[config.mk]
export PLATFORM = sky130hd
export DESIGN_NAME = output_top
export DESIGN_NICKNAME = d
export VERILOG_FILES = /design/src/common/serial_pkg.sv /design/src/common/result_pkg.sv /design/src/common/dispatch_if.sv /design/src/output_top.sv /design/src/display/seg_display.sv /design/src/uart_tx/tx_sequencer.sv /design/src/uart_tx/uart_tx_core.sv /design/src/output_dispatch.sv
export VERILOG_INCLUDE_DIRS = /design/src /design/src/common
export SDC_FILE = /design/constraint.sdc
export NUM_CORES = 1
export LEC_CHECK = 0
export BUFFER_PORTS_ARGS = -buffer_cell sky130_fd_sc_hd__buf_2
export CORE_MARGIN = 2
export CORE_UTILIZATION = 40
export DETAILED_ROUTE_END_ITERATION = 6
export GPL_TIMING_DRIVEN = 0
export PLACE_DENSITY_LB_ADDON = 0.12
export SYNTH_ARGS = -nofsm -noshare
export SYNTH_HDL_FRONTEND = slang
export SYNTH_SLANG_ARGS = --single-unit
[constraint.sdc]
create_clock -name clk -period 5.05 [get_ports clk]
set_clock_uncertainty 0.05 [all_clocks]
set_input_delay 0.505 -clock clk [delete_from_list [all_inputs] [get_ports clk]]
set_output_delay 0.505 -clock clk [all_outputs]
set_load 0.02 [all_outputs]
[src/common/out_config.svh]
`ifndef OUT_CONFIG_SVH
`define OUT_CONFIG_SVH

// ============================================================
// timing constants for the output stage
// ============================================================

// clock cycles per UART bit, a small value keeps simulation short
`define OUT_CLKS_PER_BIT 8

// idle cycles between two consecutive bytes on the line
`define OUT_BYTE_GAP 4

// clock cycles that each display digit stays lit
`define OUT_SCAN_DIV 4

`endif
[src/common/serial_pkg.sv]
package serial_pkg;

    typedef logic [7:0] byte_t;

    // bit level states of the 8N1 serializer
    typedef enum logic [1:0] {
        SER_IDLE,
        SER_START,
        SER_DATA,
        SER_STOP
    } ser_state_t;

    // byte level states of the four byte sequencer
    typedef enum logic [1:0] {
        SEQ_IDLE,
        SEQ_SEND,
        SEQ_WAIT_BUSY,
        SEQ_GAP
    } seq_state_t;

endpackage

[src/common/result_pkg.sv]
package result_pkg;

    // operation result coming from the arithmetic unit
    typedef logic [31:0] result_t;

    // one-hot operation flags ordered {dot, man, euc, avg, sum, read}
    typedef logic [5:0] op_code_t;

    // bit positions of the flags that light the display
    localparam int OP_AVG = 2;
    localparam int OP_EUC = 3;
    localparam int OP_MAN = 4;

    typedef logic [3:0] digit_t;

    // segments are active low, seg[6] is segment a and seg[0] is segment g
    typedef logic [6:0] seg_t;
    typedef logic [7:0] anode_t;

endpackage

[src/common/dispatch_if.sv]
interface dispatch_if import result_pkg::*; ();

    result_t result;
    logic    show;
    // one cycle pulses, start from the dispatcher and one done per path
    logic    start;
    logic    tx_done;
    logic    disp_done;

    modport dispatcher (output result, output show, output start,
                        input tx_done, input disp_done);

    modport sender (input result, input start, output tx_done);

    modport display (input result, input show, input start, output disp_done);

endinterface

[src/output_top.sv]
module output_top import result_pkg::*; (
    input  logic     clk,
    input  logic     rst_n,
    input  logic     req,
    input  op_code_t op_code,
    input  result_t  result_data,
    output logic     ack,
    output logic     tx,
    output seg_t     seg,
    output anode_t   an
);

    // one bus from the dispatcher fans out to both output paths
    dispatch_if disp_bus ();

    output_dispatch u_output_dispatch (
        .clk         (clk),
        .rst_n       (rst_n),
        .req         (req),
        .op_code     (op_code),
        .result_data (result_data),
        .ack         (ack),
        .dp          (disp_bus.dispatcher)
    );

    // serial path, four bytes MSB first
    tx_sequencer u_tx_sequencer (
        .clk   (clk),
        .rst_n (rst_n),
        .sp    (disp_bus.sender),
        .tx    (tx)
    );

    seg_display u_seg_display (
        .clk   (clk),
        .rst_n (rst_n),
        .dsp   (disp_bus.display),
        .seg   (seg),
        .an    (an)
    );

endmodule

[src/display/seg_display.sv]
`include "out_config.svh"

module seg_display import result_pkg::*; (
    input  logic   clk,
    input  logic   rst_n,
    dispatch_if.display dsp,
    output seg_t   seg,
    output anode_t an
);

    localparam int DIV_W = $clog2(`OUT_SCAN_DIV + 1);

    result_t          value_q;
    logic             show_q;
    logic [DIV_W-1:0] div_cnt;
    logic [2:0]       digit_idx;
    digit_t           nibble;

    // hex to seven segments, active low with segment a in the top bit
    function automatic seg_t hex_to_seg(input digit_t d);
        case (d)
            4'h0: return 7'b000_0001;
            4'h1: return 7'b100_1111;
            4'h2: return 7'b001_0010;
            4'h3: return 7'b000_0110;
            4'h4: return 7'b100_1100;
            4'h5: return 7'b010_0100;
            4'h6: return 7'b010_0000;
            4'h7: return 7'b000_1111;
            4'h8: return 7'b000_0000;
            4'h9: return 7'b000_0100;
            4'hA: return 7'b000_1000;
            4'hB: return 7'b110_0000;
            4'hC: return 7'b011_0001;
            4'hD: return 7'b100_0010;
            4'hE: return 7'b011_0000;
            default: return 7'b011_1000;
        endcase
    endfunction

    // ============================================================
    // latch and scan
    // ============================================================
    always_ff @(posedge clk or negedge rst_n) begin
        if (!rst_n) begin
            show_q        <= 1'b0;
            dsp.disp_done <= 1'b0;
            div_cnt       <= '0;
            digit_idx     <= '0;
        end else begin
            dsp.disp_done <= dsp.start;
            if (dsp.start) begin
                // a new value restarts the scan at digit 0
                show_q    <= dsp.show;
                div_cnt   <= '0;
                digit_idx <= '0;
            end else if (div_cnt == DIV_W'(`OUT_SCAN_DIV - 1)) begin
                div_cnt   <= '0;
                digit_idx <= digit_idx + 1'b1;
            end else begin
                div_cnt <= div_cnt + 1'b1;
            end
        end
    end

    always_ff @(posedge clk) begin
        if (dsp.start) value_q <= dsp.result;
    end

    assign nibble = value_q[{digit_idx, 2'b00} +: 4];

    // everything dark unless the latched operation asks for the display
    assign an  = show_q ? ~(anode_t'(1) << digit_idx) : '1;
    assign seg = show_q ? hex_to_seg(nibble) : '1;

endmodule

[src/uart_tx/tx_sequencer.sv]
`include "out_config.svh"

module tx_sequencer import result_pkg::*, serial_pkg::*; (
    input  logic clk,
    input  logic rst_n,
    dispatch_if.sender sp,
    output logic tx
);

    localparam int GAP_W = $clog2(`OUT_BYTE_GAP + 1);

    seq_state_t       state;
    result_t          res_q;
    logic [1:0]       byte_idx;
    logic [GAP_W-1:0] gap_cnt;
    logic             tx_start;
    logic             tx_busy;
    byte_t            tx_byte;

    // the serializer sees the start in the same cycle, so busy is up when WAIT_BUSY begins
    assign tx_start = (state == SEQ_SEND);
    assign tx_byte  = res_q[{byte_idx, 3'b000} +: 8];

    always_ff @(posedge clk or negedge rst_n) begin
        if (!rst_n) begin
            state      <= SEQ_IDLE;
            byte_idx   <= 2'd3;
            gap_cnt    <= '0;
            sp.tx_done <= 1'b0;
        end else begin
            sp.tx_done <= 1'b0;
            case (state)
                SEQ_IDLE: begin
                    if (sp.start) begin
                        byte_idx <= 2'd3;
                        state    <= SEQ_SEND;
                    end
                end
                SEQ_SEND: state <= SEQ_WAIT_BUSY;
                SEQ_WAIT_BUSY: begin
                    if (!tx_busy) begin
                        if (byte_idx == 2'd0) begin
                            sp.tx_done <= 1'b1;
                            state      <= SEQ_IDLE;
                        end else begin
                            gap_cnt <= '0;
                            state   <= SEQ_GAP;
                        end
                    end
                end
                default: begin
                    gap_cnt <= gap_cnt + 1'b1;
                    if (gap_cnt == GAP_W'(`OUT_BYTE_GAP - 1)) begin
                        byte_idx <= byte_idx - 1'b1;
                        state    <= SEQ_SEND;
                    end
                end
            endcase
        end
    end

    always_ff @(posedge clk) begin
        if (state == SEQ_IDLE && sp.start) res_q <= sp.result;
    end

    uart_tx_core u_uart_tx_core (
        .clk      (clk),
        .rst_n    (rst_n),
        .tx_start (tx_start),
        .tx_data  (tx_byte),
        .tx_busy  (tx_busy),
        .tx       (tx)
    );

endmodule

[src/uart_tx/uart_tx_core.sv]
`include "out_config.svh"

module uart_tx_core import serial_pkg::*; (
    input  logic  clk,
    input  logic  rst_n,
    input  logic  tx_start,
    input  byte_t tx_data,
    output logic  tx_busy,
    output logic  tx
);

    localparam int CNT_W = $clog2(`OUT_CLKS_PER_BIT + 1);

    ser_state_t       state;
    logic [CNT_W-1:0] bit_cnt;
    logic [2:0]       bit_idx;
    logic             bit_end;
    byte_t            shreg;

    assign bit_end = (bit_cnt == CNT_W'(`OUT_CLKS_PER_BIT - 1));
    assign tx_busy = (state != SER_IDLE);

    // line idles high, data leaves LSB first from the bottom of the shift register
    assign tx = (state == SER_START) ? 1'b0 :
                (state == SER_DATA)  ? shreg[0] : 1'b1;

    always_ff @(posedge clk or negedge rst_n) begin
        if (!rst_n) begin
            state   <= SER_IDLE;
            bit_cnt <= '0;
            bit_idx <= '0;
        end else begin
            if (state == SER_IDLE || bit_end) bit_cnt <= '0;
            else bit_cnt <= bit_cnt + 1'b1;

            case (state)
                SER_IDLE: if (tx_start) state <= SER_START;
                SER_START: begin
                    if (bit_end) begin
                        bit_idx <= '0;
                        state   <= SER_DATA;
                    end
                end
                SER_DATA: begin
                    if (bit_end) begin
                        bit_idx <= bit_idx + 1'b1;
                        if (bit_idx == 3'd7) state <= SER_STOP;
                    end
                end
                default: if (bit_end) state <= SER_IDLE;
            endcase
        end
    end

    always_ff @(posedge clk) begin
        if (state == SER_IDLE && tx_start) shreg <= tx_data;
        else if (state == SER_DATA && bit_end) shreg <= shreg >> 1;
    end

endmodule

[src/output_dispatch.sv]
module output_dispatch import result_pkg::*; (
    input  logic     clk,
    input  logic     rst_n,
    input  logic     req,
    input  op_code_t op_code,
    input  result_t  result_data,
    output logic     ack,
    dispatch_if.dispatcher dp
);

    typedef enum logic [1:0] {
        DSP_IDLE,
        DSP_RUN,
        DSP_ACK,
        DSP_RELEASE
    } dsp_state_t;

    dsp_state_t state;
    logic       tx_seen;
    logic       disp_seen;
    logic       both_done;

    // a done pulse in the current cycle counts as well as an earlier one
    assign both_done = (tx_seen | dp.tx_done) & (disp_seen | dp.disp_done);

    // ============================================================
    // handshake FSM
    // ============================================================
    always_ff @(posedge clk or negedge rst_n) begin
        if (!rst_n) begin
            state     <= DSP_IDLE;
            dp.start  <= 1'b0;
            dp.show   <= 1'b0;
            ack       <= 1'b0;
            tx_seen   <= 1'b0;
            disp_seen <= 1'b0;
        end else begin
            dp.start <= 1'b0;
            case (state)
                DSP_IDLE: begin
                    if (req) begin
                        // only average, Euclidean and Manhattan results are shown
                        dp.show   <= op_code[OP_AVG] | op_code[OP_EUC] | op_code[OP_MAN];
                        dp.start  <= 1'b1;
                        tx_seen   <= 1'b0;
                        disp_seen <= 1'b0;
                        state     <= DSP_RUN;
                    end
                end
                DSP_RUN: begin
                    if (dp.tx_done) tx_seen <= 1'b1;
                    if (dp.disp_done) disp_seen <= 1'b1;
                    if (both_done) begin
                        ack   <= 1'b1;
                        state <= DSP_ACK;
                    end
                end
                DSP_ACK: begin
                    if (!req) begin
                        ack   <= 1'b0;
                        state <= DSP_RELEASE;
                    end
                end
                default: begin
                    // one turnaround cycle so the next req is seen with ack already low
                    state <= DSP_IDLE;
                end
            endcase
        end
    end

    always_ff @(posedge clk) begin
        if (state == DSP_IDLE && req) dp.result <= result_data;
    end

endmodule

==> qor.txt <==
outcome - finished, final reports clean
Pwr Density - 644.7 nW/um^2
met2 Track Usage GR - 0.2139
post-synth cell types - 48
Setup Buffers After CTS - 0
VDD IR max - 0.0002814 V
H-Tree Depth - 4
Max Root-Sink Buffers - 2
crit path launch type - register
Post-CTS Resized - 0
count of state elements after synthesis - 136
Die Y - 123.1 um
area delta synth->final - 20.21%
main flop type after synthesis - edfxtp_1
Clock Latency Late Sink - 0.42 ns
ANT nets after route - 0
final worst-path cycle share - 0.7887
unrepaired setup endpoints after global routing - false
GRT overflow - 0
core region area - 13880 um^2
vias in the first global route - 3130
maxcap violations - 0
Worst Path Arrival - 3.43 ns
setup slack, reg-to-reg - 2.55 ns
Rows - 43
Pre-Repair DR Iteration Count - 5
Mapped Cells - 357
worst hold path class - input port to async pin
GRT met1 Usage - 0.2081
Post-synth ARST share - 0.2353
initial antenna violation count - 0
hold-fix buffer count after cts - 0
Peak Freq - 0.2511 GHz
drc violations - 0
FILL cells - 1187
met3 GRT Util - 0.04843
final net count - 500
Post-synth EDFFs - 104
GRT busiest layer - met2
Post-Route WL - 10050 um
Hold Fails Final Rpt - 0
PortBufs - 54
HPWL Detailed - 6638 um
Mapped Area - 5678 um^2
Clock transition at path regs - 0.06 ns
Setup Crit Path Kind - register to primary output
total track usage - 0.1496
Max Slew Vio Count - 0
wire length per cell - 16.13 um
largest net degree at the start of global routing - 35
Initial Utilization - 0.4090
worst endpoint required time - 4.49 ns
sequential fraction of the synthesis area - 0.6915
via density per instance - 4.936
diode count - 0
slew margin rel. - 0.4490
Num CTS Buffers - 17
clk sinks - 136
Placer Congestion - 0.7692
Leak Pwr - 0.002635 uW
Syn. warnings - 0
Crit Path Max Fanout - 10
final core occ - 0.4917
Tightest Pin Transition - 0.8264 ns
first-pass GRT wire length - 16270 um
die area - 15160 um^2
CTS root buf - clkbuf_16
post-synth net total - 427
syn avg cell area - 15.90 um^2
Vias - 3075
share of cells above drive strength 1 - 0.2686
setup_tns - 0 ns
Setup-failing EPs final - 0
CTS tree - yes
Ports - 58
Worst setup EP type - primary output
Iter 0 DRT Violations - 121
min Tclk post-route - 3.983 ns
Chip Width - 123.1 um
==> power by group <==
| group | switching [uW] | internal, uW |
|---|---|---|
| registers | 158 | 1580 |
| logic | 781 | 542 |
| clock network | 467 | 877 |
==> registers in the layout, indices dropped and copies added, names as in the netlist, 3 cells and up <==
signal	cells
u_seg_display.digit_idx	3
u_tx_sequencer.gap_cnt	3
u_output_dispatch.dp.result	32
u_tx_sequencer.u_uart_tx_core.bit_cnt	4
u_seg_display.value_q	32
u_seg_display.div_cnt	3
u_tx_sequencer.u_uart_tx_core.bit_idx	3
u_tx_sequencer.res_q	32
u_tx_sequencer.u_uart_tx_core.shreg	8
==> layout by cell type (no fill, tap or decap), types with 3 or more instances in the layout <==
| cell | count |
|---|---|
| mux2_2 | 8 |
| a22oi_1 | 3 |
| o21ai_0 | 6 |
| bufinv_16 | 5 |
| nor3b_1 | 3 |
| mux4_1 | 4 |
| mux2i_1 | 8 |
| nor3_1 | 4 |
| dfrtp_1 | 29 |
| ha_1 | 29 |
| nor2b_1 | 10 |
| mux4_2 | 10 |
| a21oi_1 | 13 |
| o21ai_1 | 11 |
| inv_2 | 4 |
| buf_2 | 57 |
| xnor2_1 | 3 |
| nand2_1 | 20 |
| edfxtp_1 | 104 |
| clkbuf_1 | 5 |
| clkbuf_16 | 17 |
| inv_1 | 18 |
| clkinvlp_4 | 4 |
| nand3_1 | 7 |
| nor2_1 | 18 |
==> final cells by class <==
class	instances	area, um^2	area share
plain buffers	11	60.06	0.008799
multi-input cells	188	1610	0.2359
flip-flops and latches	136	3928	0.5754
repair buffers	54	270.3	0.03960
clock inverters	15	224.0	0.03281
inverters	22	82.58	0.01210
clock buffers	17	425.4	0.06233
well taps	180	225.2	0.03300
==> cell usage after synthesis (all sizes together) (2+ instances only) <==
cell | instances | share of area
a21oi | 13 | 0.011
a22oi | 3 | 0.0040
a32o | 2 | 0.0035
and2 | 4 | 0.0046
and3b | 2 | 0.0031
buf | 6 | 0.0073
clkbuf | 5 | 0.0033
dfrtp | 30 | 0.13
dfstp | 2 | 0.0093
edfxtp | 104 | 0.55
ha | 29 | 0.064
inv | 22 | 0.015
mux2 | 9 | 0.018
mux2i | 9 | 0.018
mux4 | 14 | 0.058
nand2 | 20 | 0.013
nand2b | 2 | 0.0022
nand3 | 8 | 0.0079
nor2 | 18 | 0.012
nor2b | 10 | 0.011
nor3 | 4 | 0.0035
nor3b | 3 | 0.0040
o211ai | 2 | 0.0026
o21ai | 17 | 0.015
o221ai | 2 | 0.0031
o22a | 2 | 0.0031
xnor2 | 3 | 0.0046
==> worst max-delay path, stage by stage, from the launching register on <==
cell and delay, ns:
dfrtp_1 0.52, buf_6 0.25, mux4_1 0.59, mux2i_1 0.48, inv_1 0.18, ha_1 0.27, mux2i_1 0.14, nor2_1 0.05
a311o_1 0.35, buf_2 0.17
==> metrics by stage <==
| stage | power (uW) | cells | worst slack (ns) | area [um^2] | hold WS, ns |
|---|---|---|---|---|---|
| 5_1_grt | 4678 | 623 | 0.9279 | 6825 | 0.1499 |
| 2_1_floorplan | 2692 | 357 | 2.120 | 5678 | 0.1594 |
| 3_5_place_dp | 3098 | 591 | 1.559 | 6176 | 0.3723 |
| 6_report | 4400 | 623 | 1.067 | 6825 | 0.1000 |
| 4_1_cts | 4463 | 623 | 1.083 | 6825 | 0.1115 |
| 3_3_place_gp | 3070 | 591 | 1.466 | 6173 | 0.3645 |
==> path summary, 6_finish.rpt <==
| path | cells after the start | to | start |
|---|---|---|---|
| worst max-delay path | 9 | seg[0] | u_seg_display.digit_idx[0]$_DFFE_PN0P_ |
| worst min-delay path | 1 | u_output_dispatch.state[0]$_DFFE_PN0P_ | rst_n |
| worst max register to register | 2 | u_tx_sequencer.res_q[0]$_DFFE_PP_ | u_output_dispatch.dp.start$_DFF_PN0_ |
| worst min register to register | 1 | u_seg_display.div_cnt[0]$_DFF_PN0_ | u_seg_display.div_cnt[0]$_DFF_PN0_ |
| max in group asynchronous | 1 | u_output_dispatch.dp.start$_DFF_PN0_ | rst_n |
| min in group clk | 1 | u_output_dispatch.dp.result[6]$_DFFE_PP_ | result_data[6] |
==> logic make-up (layout without fill, tap and decap cells) <==
logic type,count (synthesis),count (layout),share of synthesized area
xor gates and xnor gates,3,3,0.004628
DFF,136,136,0.6915
buffers and inverters,33,119,0.02512
and+or+nand+nor,74,74,0.06479
muxes,32,32,0.09410
AOI/OAI and AO/OA,50,50,0.05597
adders and majority gates,29,29,0.06391
==> layer usage <==
metal | vias up | share of wire
li1 | 1493 | -
met1 | 1497 | 0.48
met2 | 73 | 0.45
met3 | 12 | 0.056
met4 | 0 | 0.016
met5 | - | 0
No activity file was read; power rests on OpenSTA's default activity.
